==> src/npc_pkg.sv <==
package npc_pkg;

    // rv32 only
    localparam int xlen = 32;

    typedef logic [xlen-1:0] word_t;
    typedef logic [4:0]      reg_idx_t;

    // major opcodes, inst[6:0]
    localparam logic [6:0] op_lui    = 7'b0110111;
    localparam logic [6:0] op_auipc  = 7'b0010111;
    localparam logic [6:0] op_imm    = 7'b0010011;
    localparam logic [6:0] op_reg    = 7'b0110011;
    localparam logic [6:0] op_jal    = 7'b1101111;
    localparam logic [6:0] op_jalr   = 7'b1100111;
    localparam logic [6:0] op_branch = 7'b1100011;
    localparam logic [6:0] op_load   = 7'b0000011;
    localparam logic [6:0] op_store  = 7'b0100011;

    // funct3 values for the supported subset
    localparam logic [2:0] f3_add  = 3'b000;   // add, sub, addi, jalr
    localparam logic [2:0] f3_beq  = 3'b000;
    localparam logic [2:0] f3_bne  = 3'b001;
    localparam logic [2:0] f3_word = 3'b010;   // lw, sw

    localparam logic [6:0] f7_base = 7'b0000000;
    localparam logic [6:0] f7_alt  = 7'b0100000;

    // full encoding, no operands
    localparam word_t ebreak_word = 32'h0010_0073;

    typedef enum logic [3:0] {
        inv,
        lui,
        auipc,
        addi,
        add,
        sub,
        jal,
        jalr,
        beq,
        bne,
        lw,
        sw,
        ebreak
    } inst_num_e;

    typedef enum logic [1:0] {
        alu_add,
        alu_sub,
        alu_eq,
        alu_passb
    } alu_func_e;

    typedef struct packed {
        inst_num_e inst_num;
        reg_idx_t  rd;
        reg_idx_t  rs1;
        reg_idx_t  rs2;
        word_t     imm;   // already sign extended
    } inst_dec_t;

    typedef struct packed {
        logic     en;
        reg_idx_t rd;
        word_t    data;
    } gpr_wr_t;

    typedef struct packed {
        logic  en;
        word_t addr;
        word_t data;
    } mem_wr_t;

endpackage

==> src/npc_gpr.sv <==
`timescale 1ns/1ps

module npc_gpr
    (
        input  logic               clk,
        input  logic               reset,
        input  npc_pkg::reg_idx_t  rs1,
        input  npc_pkg::reg_idx_t  rs2,
        output npc_pkg::word_t     src1,
        output npc_pkg::word_t     src2,
        input  npc_pkg::gpr_wr_t   gpr_wr
    );

    import npc_pkg::*;

    word_t regs [1:31];   // x0 has no storage

    assign src1 = (rs1 == '0) ? '0 : regs[rs1];
    assign src2 = (rs2 == '0) ? '0 : regs[rs2];

    always_ff @(posedge clk)
    begin
        if (reset)
        begin
            for (int i = 1; i < 32; i++)
                regs[i] <= '0;
        end
        else if (gpr_wr.en && gpr_wr.rd != '0)
        begin
            regs[gpr_wr.rd] <= gpr_wr.data;
        end
    end

    // exu must never hand over a write without a clean destination
    a_wr_rd_known: assert property (
        @(posedge clk) disable iff (reset)
        gpr_wr.en |-> !$isunknown(gpr_wr.rd)
    );

endmodule

==> config.mk <==
export PLATFORM = sky130hd
export DESIGN_NAME = npc_gpr
export DESIGN_NICKNAME = d
export VERILOG_FILES = /design/src/npc_pkg.sv /design/src/npc_gpr.sv
export SDC_FILE = /design/constraint.sdc
export NUM_CORES = 2
export LEC_CHECK = 0
export BUFFER_PORTS_ARGS = -buffer_cell sky130_fd_sc_hd__buf_2
export CORE_ASPECT_RATIO = 1.4
export CORE_MARGIN = 2
export CORE_UTILIZATION = 57
export CTS_CLUSTER_SIZE = 20
export DETAILED_ROUTE_END_ITERATION = 16
export PLACE_DENSITY = 0.83
export SYNTH_ARGS = -nofsm -noshare
export SYNTH_HDL_FRONTEND = slang
export SYNTH_SLANG_ARGS = --single-unit
==> constraint.sdc <==
create_clock -name clk -period 1.8 [get_ports clk]
set_clock_uncertainty 0.1 [all_clocks]
set_input_delay 0.09 -clock clk [delete_from_list [all_inputs] [get_ports clk]]
set_output_delay 0.09 -clock clk [all_outputs]
set_load 0.05 [all_outputs]
==> results.md <==
- Largest net degree at the start of global routing: 34
- Hold Path Origin: reset
- Final Hold Vio Count: 0
- Synth area leaders: edfxtp_1, mux4_2, and2_1, mux2i_1, clkbuf_1
- Max FO, Critical Path: 2
- LEAKAGE: 23.9 nW
- Number of global-route vias before repair: 38774
- Synth Register Bits: slightly above 1000
- Post-DRT Antenna Nets: 0
- Most frequent cells in the layout: edfxtp_1, and2_1, mux4_2
- Die height: 369 um
- Mapped Cells: 3500
- Measured slew at the worst slew-check pin: 734 ps
- Count of final max-slew check failures: 0
- First-pass GRT wire length: 256000 um
- H-tree lvl count: 3
- Syn_area_per_cell: 15.5 um2
- Area Overhead vs Synth: 25.1%
- Die width: 265 um
- Boundary Pins: 114
- CTS tree: yes
- Max Freq: 0.349 GHz
- Main synth FF type: edfxtp_1
- Asr flop ratio synth: 0
- RSZ-0062 raised after global routing: yes
- CP Capture Type: primary output
- Clk slew on worst S/H paths: 60 ps
- Seq/Total Area, Yosys: 0.567
- Die ar.: ~98000 um2
- Worst Hold End: regs[7][0]
- Synthesis Warnings: 0
- Wire per inst: 34.0 um
- CTS sink count: between 1000 and 1500
- Violated checks: negative setup slack
- Top Registers: regs: 1024 flops
- Grt ovf: 0
- Slew HR: 0.507
- Setup TNS: -57880 ps
- Top-area cell type share of the netlist area: 0.567
- Final critical-path share of the clock period: 1.59
- Total Routing Usage GR: 0.368
- Largest reg by FF count: regs
- Synth area leader: edfxtp_1
- DR vias: 37444
- Clk buf depth: 3
- HPWL Detailed: 117000 um
- Routability cong.: roughly 0.95
- Placed instance area: between 60000 and 70000 um2
- FP Rows: 133
- Initial Util: 0.576
- Hold WC Path Type: in2reg
- Max VDD drop: between 1 and 1.5 mV
- Vias/cell: 7.12
- Share of post-route cells with drive strength above 1: 0.413
- CTS buffer count: 91
- Worst EP arrival: around 2700 ps
- Fill cell count: 5300
- Synth Cell Area: 54200 um2
- Worst setup margin: -1070 ps
- Post-synth EDFFs: 1024
- Pwr/cell area: 867 nW/um2
- Status: finished, violations left
- DRC viols: 0
- Post-Layout Inst Area: roughly 68000 um2
- Worst Hold Depth: 3
- WS Path Type: reg2out
- Post-synth cell types: 43
- Max Cap Viol: 0
- Starting DRT DRC Count: around 5500
- Post-layout util: 0.720
- Final setup fails: 64
- Initial antenna violation count: 5
- PortBufs: 113
- Pre-antenna DRT Iters: 6
- Final #Nets: roughly 4000
- Final Critical Period: between 2000 and 3000 ps
- CP Data Required Time: approximately 1600 ps
- Commonest non-fill, non-tap cell in the layout: edfxtp_1
- Root buffer cell: clkbuf_16
- Largest register FFs: 1024
- Worst setup SP type: flip-flop
- Total core area: 94200 um2
- WL final: 179000 um
- Total power draw: approximately 59 mW
power breakdown:
part / switching (mW) / internal (mW)
registers: 0.782 / 27.5
clock network: 8.88 / 11.2
logic: 5.65 / 4.78
what timing repair did:
| item | CTS | global route |
|---|---|---|
| gates resized for setup | 176 | 10 |
| pin swaps | 141 | 15 |
| setup buffers | 19 | 4 |
| setup endpoints to repair | 64 | 64 |
| hold buffers | 32 | 0 |
| cloned | 0 | 0 |
| endpoints found under the hold margin | 1021 | 0 |
cells by family (layout without fill, tap and decap cells):
logic type | after synthesis | count (layout) | share of synthesized area
AOI/OAI and AO/OA | 259 | 259 | 0.0365
muxes | 652 | 652 | 0.230
other | 1 | 39 | 0.0000692
and+or+nand+nor | 1178 | 1178 | 0.133
buffers and inverters | 386 | 892 | 0.0331
DFF | 1024 | 1024 | 0.567
how the worst max path moves through the flow:
stage	from	endpoint	cells past startpoint
finish	regs[14][13]	src2[13]	6
floorplan	rs1[1]	src1[21]	7
CTS	regs[31][27]	src1[27]	5
detailed placement	rs2[0]	src2[13]	8
global placement	rs2[0]	src2[13]	8
global route	regs[14][13]	src2[13]	6
cell usage after synthesis, types with 7 or more instances:
library cell and count:
clkbuf_1 264, nor3_1 54, a211oi_1 7, buf_2 51, nor2b_1 14, mux4_2 472
mux2i_1 150, a2111oi_1 41, buf_4 37, nand2_1 8, nor2_1 36, buf_1 13
a2111oi_0 14, a21oi_1 12, or2_2 31, and2_1 995, buf_6 19, a22oi_1 16
mux2_2 30, a22o_1 51, o22ai_1 103, edfxtp_1 1024
critical path, cell delays in order (launching register included):
cell	delay, ps
edfxtp_1	420
mux4_2	480
a22o_1	260
a2111oi_4	390
buf_4	230
nor3_4	40
buf_6	160
per-stage QoR:
stage               hold WS [ps]  setup slack (ps)  cells
floorplan                   88.9              -173   3531
global placement             487              -671   5034
detailed placement           496              -659   5034
finish                       206             -1070   5259
global route                 202             -1080   5256
CTS                          129             -1030   5248
metal layers:
metal / global-route usage / routed length, um
met3: 0.0909 / 22900
met2: 0.607 / 87700
met4: 0.258 / 13700
met5: 0 / 0
met1: 0.424 / 54200
area by class of cell:
| type | count | area, um2 | area share |
|---|---|---|---|
| inverter | 2 | 8.76 | 0.000129 |
| tap | 1215 | 1520 | 0.0224 |
| clock inverter | 52 | 541 | 0.00797 |
| multi-input combinational | 2121 | 25100 | 0.369 |
| timing repair buffer | 724 | 7500 | 0.111 |
| sequential | 1024 | 30700 | 0.453 |
| clock buffer | 114 | 2450 | 0.0361 |
| antenna | 7 | 17.5 | 0.000258 |
No activity file was read; power rests on OpenSTA's default activity.
