===== src/npc_pkg.sv =====
package npc_pkg;

    // rv32 only
    localparam int xlen = 32;

    typedef logic [xlen-1:0] word_t;
    typedef logic [4:0]      reg_idx_t;

    // major opcodes, inst[6:0]
    localparam logic [6:0] op_lui    = 7'b0110111;
    localparam logic [6:0] op_auipc  = 7'b0010111;
    localparam logic [6:0] op_imm    = 7'b0010011;
    localparam logic [6:0] op_reg    = 7'b0110011;
    localparam logic [6:0] op_jal    = 7'b1101111;
    localparam logic [6:0] op_jalr   = 7'b1100111;
    localparam logic [6:0] op_branch = 7'b1100011;
    localparam logic [6:0] op_load   = 7'b0000011;
    localparam logic [6:0] op_store  = 7'b0100011;

    // funct3 values for the supported subset
    localparam logic [2:0] f3_add  = 3'b000;   // add, sub, addi, jalr
    localparam logic [2:0] f3_beq  = 3'b000;
    localparam logic [2:0] f3_bne  = 3'b001;
    localparam logic [2:0] f3_word = 3'b010;   // lw, sw

    localparam logic [6:0] f7_base = 7'b0000000;
    localparam logic [6:0] f7_alt  = 7'b0100000;

    // full encoding, no operands
    localparam word_t ebreak_word = 32'h0010_0073;

    typedef enum logic [3:0] {
        inv,
        lui,
        auipc,
        addi,
        add,
        sub,
        jal,
        jalr,
        beq,
        bne,
        lw,
        sw,
        ebreak
    } inst_num_e;

    typedef enum logic [1:0] {
        alu_add,
        alu_sub,
        alu_eq,
        alu_passb
    } alu_func_e;

    typedef struct packed {
        inst_num_e inst_num;
        reg_idx_t  rd;
        reg_idx_t  rs1;
        reg_idx_t  rs2;
        word_t     imm;   // already sign extended
    } inst_dec_t;

    typedef struct packed {
        logic     en;
        reg_idx_t rd;
        word_t    data;
    } gpr_wr_t;

    typedef struct packed {
        logic  en;
        word_t addr;
        word_t data;
    } mem_wr_t;

endpackage


===== src/npc_alu.sv =====
`timescale 1ns/1ps

module npc_alu
    (
        input  npc_pkg::word_t     alu_a,
        input  npc_pkg::word_t     alu_b,
        input  npc_pkg::alu_func_e alu_func,
        output npc_pkg::word_t     alu_result
    );

    import npc_pkg::*;

    word_t sum;
    word_t diff;

    assign sum  = alu_a + alu_b;
    assign diff = alu_a - alu_b;   // wraps at 32 bits

    always_comb
    begin
        case (alu_func)
            alu_add:
                alu_result = sum;
            alu_sub:
                alu_result = diff;
            alu_eq:
                alu_result = {{(xlen-1){1'b0}}, diff == '0};
            alu_passb:
                alu_result = alu_b;   // lui
            default:
                alu_result = 'x;
        endcase
    end

endmodule


===== config.mk =====
export PLATFORM = sky130hd
export DESIGN_NAME = npc_alu
export DESIGN_NICKNAME = d
export VERILOG_FILES = /design/src/npc_pkg.sv /design/src/npc_alu.sv
export SDC_FILE = /design/constraint.sdc
export NUM_CORES = 1
export LEC_CHECK = 0
export BUFFER_PORTS_ARGS = -buffer_cell sky130_fd_sc_hd__buf_4
export CAP_MARGIN = 20
export CORE_ASPECT_RATIO = 0.9
export CORE_UTILIZATION = 30
export DETAILED_ROUTE_END_ITERATION = 16
export GPL_ROUTABILITY_DRIVEN = 0
export GPL_TIMING_DRIVEN = 0
export SYNTH_ARGS = -nofsm -noshare
export SYNTH_HDL_FRONTEND = slang
export SYNTH_SLANG_ARGS = --single-unit
export TNS_END_PERCENT = 1

===== constraint.sdc =====
create_clock -name vclk -period 6.2
set_clock_uncertainty 0.2 [all_clocks]
set_input_delay 0.31 -clock vclk [all_inputs]
set_output_delay 0.31 -clock vclk [all_outputs]
set_load 0.01 [all_outputs]

==> key figures <==
Global route
  • Met2 Use GR: 31.4%
  • Largest net degree at the start of global routing: 11
  • Met1 Use GR: 31.8%
  • Vias in the first global route: 4738
  • Total grt overflow: 0
  • Initial antenna violation count: 0
  • GR peak layer: met1
  • Routing usage on met3: 1.20%
  • First-pass GRT wire length: 24600 microns
  • Total track usage: 20.6%

Detailed routing
  • Via density: 5.46
  • Pre-Repair DR Iteration Count: 5
  • Avg WL per Cell: 16.5 microns
  • Routed vias: 5085
  • Antenna-violating nets left: 0
  • # DRC: 0
  • WL final: 15300 microns
  • First DRT Iteration DRCs: 420

Worst hold path
  • Hold Crit Class: in2out

Timing
  • Hold Vio Cnt, Final: 0
  • Relative slew slack: 36.4%
  • Final worst path period share: 70.8%
  • Slew Limit Fails: 0
  • Fmax achieved: 0.228 GHz
  • Tightest Pin Transition: 0.942 ns
  • RSZ-0062 raised after global routing: no
  • Setup_tns: 0 ns
  • Final Setup Violations: 0
  • Post-route minimum period: 4.39 ns

Power and ir drop
  • Sw Ratio: 57.7%
  • Clock power frac: 0%
  • Sequential Power Share: 0%
  • Pwr per Cell Area: 113 mW/mm^2
  • Comb power frac: 100.0%
  • LEAKAGE: 2.35 nW
  • Int Power: 0.000251 W
  • P_sw: 0.000343 W
  • Worst IR drop on VDD: 0.0000333 V

Worst setup path
  • Worst setup SP type: input pin
  • CP Capture Type: output pin
  • CP Max Fanout: 8
  • CP max stage cell: a211oi_2
  • CP Cell Sequence: buf_4 > inv_1 > ha_1 > inv_1 > fa_1 > a21oi_4 > o221ai_2 > a211oi_2 > nor3_1 > a221o_2 > a2111oi_2 > nand4_1 > nor4_1 > nand4b_1 > o21ai_1 > buf_4
  • Required @ worst endpoint: 5.69 ns
  • Largest delay contributor family on the critical path: compound AO/OA/AOI/OAI gates
  • WS Path Type: in2out
  • Crit path largest cell delay: 0.58 ns
  • WP data arrival: 3.88 ns
  • Buf/Inv on CP: 4

Floorplan
  • Num rows: 41
  • I/O pins: 98
  • DIE HEIGHT: 116 microns
  • Die width: 128 microns
  • Die area: 0.0148 sq mm
  • Starting Density: 30.8%
  • Core area: 0.0140 sq mm

Final layout
  • Number of nets in the layout: 872
  • Layout cells sized above 1: 19.1%
  • Commonest non-fill, non-tap cell in the layout: buf_4
  • Most frequent cells in the layout: buf_4, a21oi_1, inv_1
  • Filler instances: 1605
  • FF+latch count: 0
  • Synth-to-layout area growth: 22.5%
  • Clkbuf count: 0
  • Seq. cell area: 0 sq um
  • Final Util: 37.7%
  • ANT cells: 0

Clock network
  • CTS Hold Buffers Added: 0
  • Setup Fix Bufs, Post-CTS: 0
  • PostCTS Resize Cnt: 0

Place
  • IO buf count: 97
  • Post-DP HPWL: 12600 microns

Yosys
  • Synth cell types: 72
  • Sequential share of the synthesized area: 0%
  • Ys Warns: 0
  • Post-Syn Area: 0.00431 sq mm
  • Syn Inst Count: 642
  • Avg Cell Area, Syn: 6.71 sq um
  • Synthesized net count: 773

Status
  • Run status: finished, final reports clean

Flow run
  • Max cap viols: 0
==> power groups by stage <==
stage | Combinational (W) | Clock [W] | Sequential (W)
final | 0.000594 | 0 | 0
after global routing | 0.000654 | 0 | 0
after CTS | 0.000587 | 0 | 0
after detailed placement | 0.000584 | 0 | 0
after global placement | 0.000583 | 0 | 0
after floorplan | 0.000391 | 0 | 0
==> cell usage after synthesis (5+ instances only) <==
| master | instances | share of area [%] |
|---|---|---|
| o31ai_1 | 10 | 1.7 |
| clkbuf_1 | 19 | 1.7 |
| nand2_1 | 54 | 4.7 |
| a211oi_1 | 6 | 1.0 |
| mux2i_1 | 10 | 2.3 |
| a21o_1 | 7 | 1.2 |
| xor2_1 | 8 | 1.6 |
| nand4_1 | 10 | 1.5 |
| ha_1 | 63 | 18 |
| nor3_1 | 24 | 2.8 |
| o21ai_0 | 56 | 6.5 |
| or3_1 | 5 | 0.73 |
| inv_1 | 66 | 5.7 |
| nor2_1 | 37 | 3.2 |
| o21a_1 | 8 | 1.4 |
| o211ai_1 | 7 | 1.2 |
| a21oi_1 | 67 | 7.8 |
| nand3_1 | 9 | 1.0 |
| nor4_1 | 5 | 0.73 |
| buf_4 | 8 | 1.4 |
| o21bai_1 | 11 | 1.9 |
| a22o_1 | 5 | 1.0 |
| nand2b_1 | 6 | 0.87 |
| xnor2_1 | 45 | 9.1 |
| buf_2 | 7 | 0.81 |
==> stage by stage <==
step | setup WS, ns | instances | hold WS (ns) | power [W] | instance area, sq um
after global placement | 1.88 | 932 | 0.731 | 0.000583 | 5280
after global routing | 1.57 | 932 | 0.750 | 0.000654 | 5280
after CTS | 1.90 | 932 | 0.729 | 0.000587 | 5280
after floorplan | 2.70 | 642 | 0.548 | 0.000391 | 4310
final | 1.81 | 932 | 0.728 | 0.000594 | 5280
after detailed placement | 1.90 | 932 | 0.729 | 0.000584 | 5280
==> final cells by class <==
| cell class | instances | area, sq um | area share, % |
|---|---|---|---|
| well taps | 193 | 241 | 4.57 |
| inverters | 70 | 263 | 4.98 |
| plain buffers | 37 | 193 | 3.65 |
| repair buffers | 97 | 728 | 13.8 |
| multi-input cells | 535 | 3850 | 73.0 |
==> layer usage <==
| metal | routed length [microns] | share of wire, % | vias to the layer above |
|---|---|---|---|
| met1 | 7740 | 50 | 2327 |
| met2 | 6230 | 41 | 225 |
| met5 | 0 | 0 | - |
| li1 | - | - | 2512 |
| met4 | 240 | 1.6 | 0 |
| met3 | 1130 | 7.4 | 21 |
==> worst paths after layout <==
check	end	start	cells after the start	slack (ns)
hold / removal	alu_result[2]	alu_b[2]	4	0.73
setup / recovery	alu_result[0]	alu_a[0]	16	1.81
==> cells by family (layout without fill, tap and decap cells) <==
kind of cell | count (synthesis) | count (layout) | synth area share, %
buffers and inverters | 107 | 204 | 10.6
muxes | 12 | 12 | 2.85
AOI/OAI and AO/OA | 237 | 237 | 37.8
adders and majority gates | 65 | 65 | 19.2
xor gates and xnor gates | 53 | 53 | 10.8
and+or+nand+nor | 168 | 168 | 18.8
No activity file was read; power rests on OpenSTA's default activity.
