--- src/npc_pkg.sv ---
package npc_pkg;

    // rv32 only
    localparam int xlen = 32;

    typedef logic [xlen-1:0] word_t;
    typedef logic [4:0]      reg_idx_t;

    // major opcodes, inst[6:0]
    localparam logic [6:0] op_lui    = 7'b0110111;
    localparam logic [6:0] op_auipc  = 7'b0010111;
    localparam logic [6:0] op_imm    = 7'b0010011;
    localparam logic [6:0] op_reg    = 7'b0110011;
    localparam logic [6:0] op_jal    = 7'b1101111;
    localparam logic [6:0] op_jalr   = 7'b1100111;
    localparam logic [6:0] op_branch = 7'b1100011;
    localparam logic [6:0] op_load   = 7'b0000011;
    localparam logic [6:0] op_store  = 7'b0100011;

    // funct3 values for the supported subset
    localparam logic [2:0] f3_add  = 3'b000;   // add, sub, addi, jalr
    localparam logic [2:0] f3_beq  = 3'b000;
    localparam logic [2:0] f3_bne  = 3'b001;
    localparam logic [2:0] f3_word = 3'b010;   // lw, sw

    localparam logic [6:0] f7_base = 7'b0000000;
    localparam logic [6:0] f7_alt  = 7'b0100000;

    // full encoding, no operands
    localparam word_t ebreak_word = 32'h0010_0073;

    typedef enum logic [3:0] {
        inv,
        lui,
        auipc,
        addi,
        add,
        sub,
        jal,
        jalr,
        beq,
        bne,
        lw,
        sw,
        ebreak
    } inst_num_e;

    typedef enum logic [1:0] {
        alu_add,
        alu_sub,
        alu_eq,
        alu_passb
    } alu_func_e;

    typedef struct packed {
        inst_num_e inst_num;
        reg_idx_t  rd;
        reg_idx_t  rs1;
        reg_idx_t  rs2;
        word_t     imm;   // already sign extended
    } inst_dec_t;

    typedef struct packed {
        logic     en;
        reg_idx_t rd;
        word_t    data;
    } gpr_wr_t;

    typedef struct packed {
        logic  en;
        word_t addr;
        word_t data;
    } mem_wr_t;

endpackage

--- src/npc_idu.sv ---
`timescale 1ns/1ps

module npc_idu
    (
        input  npc_pkg::word_t     inst,
        output npc_pkg::inst_dec_t dec
    );

    import npc_pkg::*;

    logic [6:0] opcode;
    logic [2:0] funct3;
    logic [6:0] funct7;

    word_t imm_i;
    word_t imm_s;
    word_t imm_b;
    word_t imm_u;
    word_t imm_j;

    assign opcode = inst[6:0];
    assign funct3 = inst[14:12];
    assign funct7 = inst[31:25];

    assign imm_i = {{20{inst[31]}}, inst[31:20]};
    assign imm_s = {{20{inst[31]}}, inst[31:25], inst[11:7]};
    assign imm_b = {{19{inst[31]}}, inst[31], inst[7], inst[30:25], inst[11:8], 1'b0};
    assign imm_u = {inst[31:12], 12'b0};
    assign imm_j = {{11{inst[31]}}, inst[31], inst[19:12], inst[20], inst[30:21], 1'b0};

    always_comb
    begin
        // register fields pass straight through, exu decides what gets used
        dec.rd       = inst[11:7];
        dec.rs1      = inst[19:15];
        dec.rs2      = inst[24:20];
        dec.inst_num = inv;
        dec.imm      = '0;
        case (opcode)
            op_lui:
            begin
                dec.inst_num = lui;
                dec.imm      = imm_u;
            end
            op_auipc:
            begin
                dec.inst_num = auipc;
                dec.imm      = imm_u;
            end
            op_imm:
            begin
                dec.imm = imm_i;
                if (funct3 == f3_add)
                    dec.inst_num = addi;
            end
            op_reg:
            begin
                if (funct3 == f3_add && funct7 == f7_base)
                    dec.inst_num = add;
                else if (funct3 == f3_add && funct7 == f7_alt)
                    dec.inst_num = sub;
            end
            op_jal:
            begin
                dec.inst_num = jal;
                dec.imm      = imm_j;
            end
            op_jalr:
            begin
                dec.imm = imm_i;
                if (funct3 == f3_add)
                    dec.inst_num = jalr;
            end
            op_branch:
            begin
                dec.imm = imm_b;
                if (funct3 == f3_beq)
                    dec.inst_num = beq;
                else if (funct3 == f3_bne)
                    dec.inst_num = bne;
            end
            op_load:
            begin
                dec.imm = imm_i;
                if (funct3 == f3_word)
                    dec.inst_num = lw;
            end
            op_store:
            begin
                dec.imm = imm_s;
                if (funct3 == f3_word)
                    dec.inst_num = sw;
            end
            default:
            begin
                if (inst == ebreak_word)   // system opcode, exact match only
                    dec.inst_num = ebreak;
            end
        endcase
    end

endmodule

--- config.mk ---
export PLATFORM = sky130hd
export DESIGN_NAME = npc_idu
export DESIGN_NICKNAME = d
export VERILOG_FILES = /design/src/npc_pkg.sv /design/src/npc_idu.sv
export SDC_FILE = /design/constraint.sdc
export NUM_CORES = 1
export LEC_CHECK = 0
export BUFFER_PORTS_ARGS = -buffer_cell sky130_fd_sc_hd__buf_2
export CAP_MARGIN = 20
export CORE_MARGIN = 2
export CORE_UTILIZATION = 41
export DETAILED_ROUTE_END_ITERATION = 10
export PLACE_DENSITY = 0.95
export RECOVER_POWER = 25
export SLEW_MARGIN = 20
export SYNTH_ARGS = -nofsm -noshare
export SYNTH_HDL_FRONTEND = slang
export SYNTH_SLANG_ARGS = --single-unit
export TNS_END_PERCENT = 50
--- constraint.sdc ---
create_clock -name vclk -period 6
set_input_delay 1.5 -clock vclk [all_inputs]
set_output_delay 1.5 -clock vclk [all_outputs]
set_load 0.05 [all_outputs]
==> reports/metrics.cfg <==
[floorplanning]
die_area_um2 = 2450
std_cell_rows = 16
pin_count = 83
core_um2 = 1960
fp.dieH_um = 49.5
die_w_um = 49.5
start_util = 0.432

[power]
p_switching_uw = 62.2
switching_share = 0.736
power_frac_seq = 0
p_leak_nw = 0.716
cellPowerDensity_nw_per_um2 = 74.9
max-vdd-ir-drop_v = 0.0000364
power.internal_uw = 22.3
p_clk_frac = 0
combPwrFrac = 1.000
finalPower_uw = 84.5

[synthesis]
synth_warnings = 0
yosysSeqAreaShare = 0
yosys.area.top_type = buf_4
mappedNetlistArea_um2 = 848
netlist_instances = 116
synthDistinctLibCells = 46
syn_nets = 148
ys_top_cells_by_count = buf_4 (15), a21o_1 (13), nor2_1 (7)
syn_avg_cell_area_um2 = 7.31
netlist.area_leader.share = 0.133
synth_most_common_cell = buf_4
synth_area_leaders = buf_4 (13%), a21o_1 (12%), a21o_2 (6.2%)

[worst_setup_path]
worst-setup-path-type = in2out
max_stage_delay_ps = 580
cp.required_ps = 4500
startpoint = inst[3]
crit_top_cell = buf_2
worst_ep_arrival_time_ps = 3110
crit_buf_inv = 2
critPathSlowestCell = nor2_1
crit_fanout = 12
cp-end-kind = output port
path_depth = 6
crit_path_end = dec[21]
critical_path.top_delay_family = simple AND/OR/NAND/NOR gates
worstPathCellList = buf_2 > and3b_1 > nand3_1 > nor2_1 > a21o_2 > buf_2
crit_path_start_kind = primary input

[finish]
num-fill-cells = 197
seq_cell_count = 0
n_clock_buffer = 0
layout.nets = 213
seq_area_um2 = 0
multi_input_area_um2 = 676
layout-drive-gt1-share = 0.503
area_growth_pct = 33.0
utilization = 0.575
insertedDiodeCount = 0

[route]
via_per_inst = 5.54
drc = 0
wl_met3_um = 263
vias = 1142
top_layer = met3
wl_met2_mm = 1.41
ant_nets = 0
met1Wirelength_mm = 1.17
routed_wirelength_mm = 2.85
wl_per_cell_um = 13.8
drtPass1Iterations = 4
initialDrtViolationCount = 28

[placed_design]
io_buffers = 83
hpwlAfterDp_mm = 2.31
gp_congestion = 0.904
post-place-ws_ps = 1390

[sta]
fin_crit_ps = 4610
fin_ws_ps = 1390
slew_violations = 0
fmax_mhz = 217
setup_tns_ps = 0
max-slew-margin-rel = 0.526
finalHoldViolCount = 0
finalSetupViolations = 0
finalCritPeriodShare = 0.768
tightest_slew_ps = 709
grt_setup_unrepaired = false

[global_route]
grt_pass1_wl_mm = 4.59
antenna_found_initial = 0
grtUsageTotal = 0.224
grt_max_degree = 16
grt_pass1_vias = 1008
overflow = 0

[min_path]
hold_path_class = in2out

[clock_network]
post_cts_buffers = 0
post_cts_resized = 0
cts_hold_repair.buffers = 0

[status]
status = completed

[run]
maxCapViolations = 0

cells by family (layout without fill, tap and decap cells):
| family | Yosys count | in the layout | share of synthesized area |
|---|---|---|---|
| and+or+nand+nor | 47 | 47 | 0.353 |
| AOI/OAI and AO/OA | 42 | 42 | 0.416 |
| buffers and inverters | 25 | 88 | 0.204 |
| xor gates and xnor gates | 1 | 1 | 0.0103 |
| muxes | 1 | 1 | 0.0177 |
cell type report:
cell class / count / share of cell area
Inverter: 5 / 0.0166
Multi-Input combinational cell: 91 / 0.599
Timing Repair Buffer: 83 / 0.355
Tap cell: 27 / 0.0299
through the flow:
step	instance area [µm²]	hold slack, ps	instances
finish	1130	3330	206
global route	1130	3340	206
CTS	1140	3310	206
detailed placement	1140	3310	206
global placement	1140	3310	206
floorplan	848	3170	116
how the worst min path moves through the flow:
stage	depth (start not counted)	slack, ps	from	end
3_5_place_dp	2	3310	inst[16]	dec[38]
5_1_grt	2	3340	inst[8]	dec[43]
6_report	2	3330	inst[8]	dec[43]
2_1_floorplan	1	3170	inst[20]	dec[32]
3_3_place_gp	2	3310	inst[16]	dec[38]
4_1_cts	2	3310	inst[16]	dec[38]
layout by cell type (no fill, tap or decap), types with 2 or more instances in the layout:
master	count
a211oi_1	2
a21o_1	13
a21o_2	6
a21oi_1	3
a22o_1	4
and2_2	6
buf_2	71
clkbuf_1	12
inv_1	5
nand2_1	3
nand2b_1	2
nand3_1	5
nor2_1	7
nor3_1	6
or3_1	3
or4_1	3
power by group through the flow:
| stage | logic [mW] | clock network (mW) | registers (mW) |
|---|---|---|---|
| after CTS | 0.0851 | 0 | 0 |
| after global routing | 0.0892 | 0 | 0 |
| after floorplan | 0.0645 | 0 | 0 |
| after detailed placement | 0.0850 | 0 | 0 |
| final | 0.0845 | 0 | 0 |
| after global placement | 0.0836 | 0 | 0 |
metal layers:
metal | global-route usage | vias up
met1 | 0.286 | 524
met2 | 0.423 | 62
met5 | 0 | -
met3 | 0.0303 | 0
met4 | 0 | 0
li1 | - | 556
No activity file was read; power rests on OpenSTA's default activity.
