<file path="src/npc_pkg.sv">
package npc_pkg;

    // rv32 only
    localparam int xlen = 32;

    typedef logic [xlen-1:0] word_t;
    typedef logic [4:0]      reg_idx_t;

    // major opcodes, inst[6:0]
    localparam logic [6:0] op_lui    = 7'b0110111;
    localparam logic [6:0] op_auipc  = 7'b0010111;
    localparam logic [6:0] op_imm    = 7'b0010011;
    localparam logic [6:0] op_reg    = 7'b0110011;
    localparam logic [6:0] op_jal    = 7'b1101111;
    localparam logic [6:0] op_jalr   = 7'b1100111;
    localparam logic [6:0] op_branch = 7'b1100011;
    localparam logic [6:0] op_load   = 7'b0000011;
    localparam logic [6:0] op_store  = 7'b0100011;

    // funct3 values for the supported subset
    localparam logic [2:0] f3_add  = 3'b000;   // add, sub, addi, jalr
    localparam logic [2:0] f3_beq  = 3'b000;
    localparam logic [2:0] f3_bne  = 3'b001;
    localparam logic [2:0] f3_word = 3'b010;   // lw, sw

    localparam logic [6:0] f7_base = 7'b0000000;
    localparam logic [6:0] f7_alt  = 7'b0100000;

    // full encoding, no operands
    localparam word_t ebreak_word = 32'h0010_0073;

    typedef enum logic [3:0] {
        inv,
        lui,
        auipc,
        addi,
        add,
        sub,
        jal,
        jalr,
        beq,
        bne,
        lw,
        sw,
        ebreak
    } inst_num_e;

    typedef enum logic [1:0] {
        alu_add,
        alu_sub,
        alu_eq,
        alu_passb
    } alu_func_e;

    typedef struct packed {
        inst_num_e inst_num;
        reg_idx_t  rd;
        reg_idx_t  rs1;
        reg_idx_t  rs2;
        word_t     imm;   // already sign extended
    } inst_dec_t;

    typedef struct packed {
        logic     en;
        reg_idx_t rd;
        word_t    data;
    } gpr_wr_t;

    typedef struct packed {
        logic  en;
        word_t addr;
        word_t data;
    } mem_wr_t;

endpackage

</file>
<file path="src/npc_exu.sv">
`timescale 1ns/1ps

module npc_exu
    #(
        parameter npc_pkg::word_t reset_pc = 32'h8000_0000
    )
    (
        input  logic               clk,
        input  logic               reset,
        input  npc_pkg::inst_dec_t dec,
        input  npc_pkg::word_t     src1,
        input  npc_pkg::word_t     src2,
        output npc_pkg::word_t     alu_a,
        output npc_pkg::word_t     alu_b,
        output npc_pkg::alu_func_e alu_func,
        input  npc_pkg::word_t     alu_result,
        output npc_pkg::word_t     mem_r_addr,
        input  npc_pkg::word_t     mem_r,
        output npc_pkg::gpr_wr_t   gpr_wr,
        output npc_pkg::mem_wr_t   mem_wr,
        output npc_pkg::word_t     pc,
        output logic               halted
    );

    import npc_pkg::*;

    word_t pc_plus4;
    word_t next_pc;
    logic  taken;
    logic  writes_rd;

    assign pc_plus4 = pc + 32'd4;

    always_comb
    begin
        alu_a    = src1;
        alu_b    = dec.imm;
        alu_func = alu_add;
        case (dec.inst_num)
            lui:
                alu_func = alu_passb;
            auipc, jal:
                alu_a = pc;   // pc relative
            add:
                alu_b = src2;
            sub:
            begin
                alu_b    = src2;
                alu_func = alu_sub;
            end
            beq, bne:
            begin
                alu_b    = src2;
                alu_func = alu_eq;
            end
            default:
                ;   // addi, jalr, lw, sw: src1 + imm
        endcase
    end

    assign taken = (dec.inst_num == beq &&  alu_result[0]) ||
                   (dec.inst_num == bne && !alu_result[0]);

    always_comb
    begin
        if (dec.inst_num == jal)
            next_pc = alu_result;
        else if (dec.inst_num == jalr)
            next_pc = {alu_result[xlen-1:1], 1'b0};
        else if (taken)
            next_pc = pc + dec.imm;
        else
            next_pc = pc_plus4;   // also inv
    end

    always_comb
    begin
        case (dec.inst_num)
            lui, auipc, addi, add, sub, jal, jalr, lw:
                writes_rd = 1'b1;
            default:
                writes_rd = 1'b0;
        endcase
    end

    assign mem_r_addr = alu_result;

    assign gpr_wr.en   = writes_rd && !halted && !reset;
    assign gpr_wr.rd   = dec.rd;
    assign gpr_wr.data = (dec.inst_num == jal || dec.inst_num == jalr) ? pc_plus4 :
                         (dec.inst_num == lw)                          ? mem_r    :
                                                                         alu_result;

    assign mem_wr.en   = (dec.inst_num == sw) && !halted && !reset;
    assign mem_wr.addr = alu_result;
    assign mem_wr.data = src2;

    always_ff @(posedge clk)
    begin
        if (reset)
        begin
            pc     <= reset_pc;
            halted <= 1'b0;
        end
        else if (!halted)
        begin
            pc <= next_pc;
            if (dec.inst_num == ebreak)
                halted <= 1'b1;
        end
    end

    a_pc_aligned: assert property (
        @(posedge clk) disable iff (reset)
        pc[1:0] == 2'b00
    );

endmodule

</file>
<file path="config.mk">
export PLATFORM = sky130hd
export DESIGN_NAME = npc_exu
export DESIGN_NICKNAME = d
export VERILOG_FILES = /design/src/npc_pkg.sv /design/src/npc_exu.sv
export SDC_FILE = /design/constraint.sdc
export NUM_CORES = 1
export LEC_CHECK = 0
export BUFFER_PORTS_ARGS = -buffer_cell sky130_fd_sc_hd__buf_2
export CORE_AREA = 2 2 160 162
export CTS_CLUSTER_DIAMETER = 50
export DETAILED_ROUTE_END_ITERATION = 12
export DIE_AREA = 0 0 162 164
export SLEW_MARGIN = 20
export SYNTH_ARGS = -nofsm -noshare
export SYNTH_HDL_FRONTEND = slang
export SYNTH_SLANG_ARGS = --single-unit
</file>
<file path="constraint.sdc">
create_clock -name clk -period 3.68 [get_ports clk]
set_input_delay 0.552 -clock clk [delete_from_list [all_inputs] [get_ports clk]]
set_output_delay 0.552 -clock clk [all_outputs]
set_load 0.02 [all_outputs]
</file>
==> results.md <==
* Yosys top cell area share at 12.7%
* Layout Nets at 1323
* Critical Path AT at 2.96 ns
* Reg2Reg Setup Slack at 0.42 ns
* Detailed Routing Iterations Pass 1 at 7
* Total GRT Usage at 18.5%
* Worst-Skew Late Latency at 0.29 ns
* RSZ-0062 raised after global routing: no
* Synth area leaders: buf_4 13%, mux2_2 12%, dfxtp_1 11%
* Wire length per cell at 18.1 µm
* YS warnings at 0
* Synth-to-Final Area Change at 31.5%
* List of most frequent post-synthesis cells: 101 x buf_4, 86 x nand2_1, 64 x a21oi_1, 64 x mux2_2, 59 x o21ai_0
* Worst setup EP type: output pin
* GR Util met3 at 2.32%
* Die width at 162 µm
* Rows at 58
* PnR Total Power at 0.00206 W
* Leak at 3.73 nW
* CP Max Fanout at 6
* Slew @ Worst Pin at 0.742 ns
* Setup Skew at 0.00573 ns
* M1 GR Usage at 22.6%
* Port bufs at 394
* Die Span Y at 164 µm
* CTS Buf Count at 5
* # IOs at 415
* Top FF cell, synth: dfxtp_1
* Final GP Congestion at 0.872
* Core Region at 24800 µm²
* Most instantiated library cell after synthesis: buf_4
* Worst r2r src: pc[0]
* Cell taking the most area after synthesis: buf_4
* Setup TNS at 0 ns
* Worst hold stages at 2
* Final antenna-violating net count at 0
* Worst hold path class: flip-flop to flip-flop
* Initial detailed-routing violation count at 308
* # diodes at 0
* Fin. max-slew vios at 0
* Hold Buf Count CTS at 0
* Max Cap Viol at 0
* Final min period at 3.52 ns
* Largest buffer count on any clock path at 2
* Die area at 26600 µm²
* Grt ovf at 0
* Asr flop ratio synth at 0%
* DRC errors left at 0
* Period utilisation layout at 95.5%
* Clk root buf: clkbuf_16
* Mean Syn Cell Area at 7.27 µm²
* Worst EP required at 3.13 ns
* Count of distinct cell types in the synthesized netlist at 60
* Outcome: finished, final reports clean
* Final setup fails at 0
* Top Usage Layer GRT: met2
* TritonCTS clock tree: yes
* PwrDens at 262 nW/µm²
* Antenna violations before repair at 1
* Largest net degree at the start of global routing at 49
* Vias at 7084
* Final hold viol count at 0
* Hold wc startpoint: pc[0]
* Clock sinks at 33
* Fmax at 0.284 GHz
* Grt met2 use at 34.5%
* Flops & latches, synth at 33
* Syn Nets at 1038
* Layout cells sized above 1 at 46.3%
* CTS resizes at 0
* Post-CTS setup buffers at 0
* Setup crit start kind: flip-flop
* Vias in the first global route at 6570
* Initial Util at 24.1%
* Worst Reg-to-Reg Cells at 12
* Cell Area, Synth at 5990 µm²
* HPWL after DPL at 21200 µm
* Capturing point of the worst reg2reg path: pc[26]
* H-tree depth at 2
* Synth Instances at 824
* Clock slew at reported path FFs at 0.06 ns
* First-pass GRT wire length at 37500 µm
* Post-synth EDFFs at 0
* Total Routed Length at 26100 µm
* Worst slew margin at 50.1%
* Critical path type: flip-flop to output pin
* Seq/Total Area, Yosys at 11.0%
* VDD IR max at 0.129 mV
* WHS Endpoint: pc[0]
* Vias per cell at 4.92
==> metrics by stage <==
stage / setup slack [ns] / std cells / hold slack (ns) / instance area [µm²] / utilization, %
after global placement: 0.151 / 1432 / 0.536 / 7720 / 31.1
after floorplan: 0.545 / 824 / 0.586 / 5990 / -
after detailed placement: 0.108 / 1432 / 0.548 / 7720 / 31.1
final: 0.164 / 1440 / 0.549 / 7880 / 31.8
after CTS: 0.132 / 1440 / 0.556 / 7880 / 31.8
after global routing: 0.00214 / 1440 / 0.601 / 7880 / 31.8
==> routing by layer <==
metal	wire length, µm	up-vias	share of wire (%)
li1	-	3449	-
met1	10900	3299	42
met2	13100	309	50
met3	1550	27	6.0
met4	480	0	1.8
met5	0	-	0
==> cells by family (layout without fill, tap and decap cells) <==
| family | Yosys count | after routing | synth area share, % |
|---|---|---|---|
| buffers and inverters | 158 | 444 | 16.3 |
| adders and majority gates | 33 | 33 | 7.01 |
| DFF | 33 | 33 | 11.0 |
| AOI/OAI and AO/OA | 218 | 218 | 22.8 |
| xor gates and xnor gates | 53 | 53 | 7.75 |
| muxes | 93 | 93 | 16.9 |
| and+or+nand+nor | 236 | 236 | 18.2 |
==> layout make-up <==
cell class,instances,area [µm²]
fillers,2731,16900
multi-input cells,633,4390
repair buffers,426,2220
flip-flops and latches,33,662
well taps,330,413
clock buffers,7,153
inverters,10,37.5
clock inverters,1,5.00
==> state kept, by name, summed over array words and instances, names as in the netlist <==
register / count
halted: 1
pc: 32
==> critical path, cell delays in order, from the launching register on <==
cell and delay (ns):
dfxtp_1 0.48, nand3_1 0.20, or3b_1 0.53, or3_1 0.50, or4_4 0.46, xor2_1 0.23
a21oi_1 0.10, buf_2 0.18
==> power breakdown <==
group	leakage (nW)	switching (W)	internal, W
Sequential	0.271	0.0000466	0.000387
Combinational	3.37	0.000705	0.000460
Clock	0.0799	0.000178	0.000287
==> cells in the final DEF (no fill, tap or decap), types with 3 or more instances in the layout <==
cell type,n
clkbuf_16,5
a311oi_1,7
ha_1,32
nand4_1,12
a211o_1,3
nor2_1,57
nand3_1,19
o31ai_1,3
nand2_1,86
o21ai_0,59
a21o_1,10
a21oi_1,63
and2_1,3
buf_4,31
xor2_1,22
a31oi_1,5
a22o_1,7
o22ai_1,11
nor3_1,15
o211ai_1,8
nand2b_1,5
nor2b_1,14
or2_2,4
mux2i_1,29
inv_1,10
nor3_2,4
xnor2_1,31
buf_2,394
dfxtp_1,32
a211oi_1,15
or3_1,5
mux2_2,64
==> worst max path at each step <==
| stage | startpoint | endpoint | slack [ns] | cells after the start |
|---|---|---|---|---|
| finish | pc[8] | gpr_wr[31] | 0.16 | 7 |
| global route | pc[8] | gpr_wr[31] | 0.002 | 7 |
| CTS | pc[8] | gpr_wr[31] | 0.13 | 7 |
| detailed placement | dec[0] | pc[26] | 0.11 | 13 |
| global placement | dec[0] | pc[26] | 0.15 | 13 |
| floorplan | pc[9] | gpr_wr[31] | 0.54 | 8 |
Power figures use the tool's default switching activity.
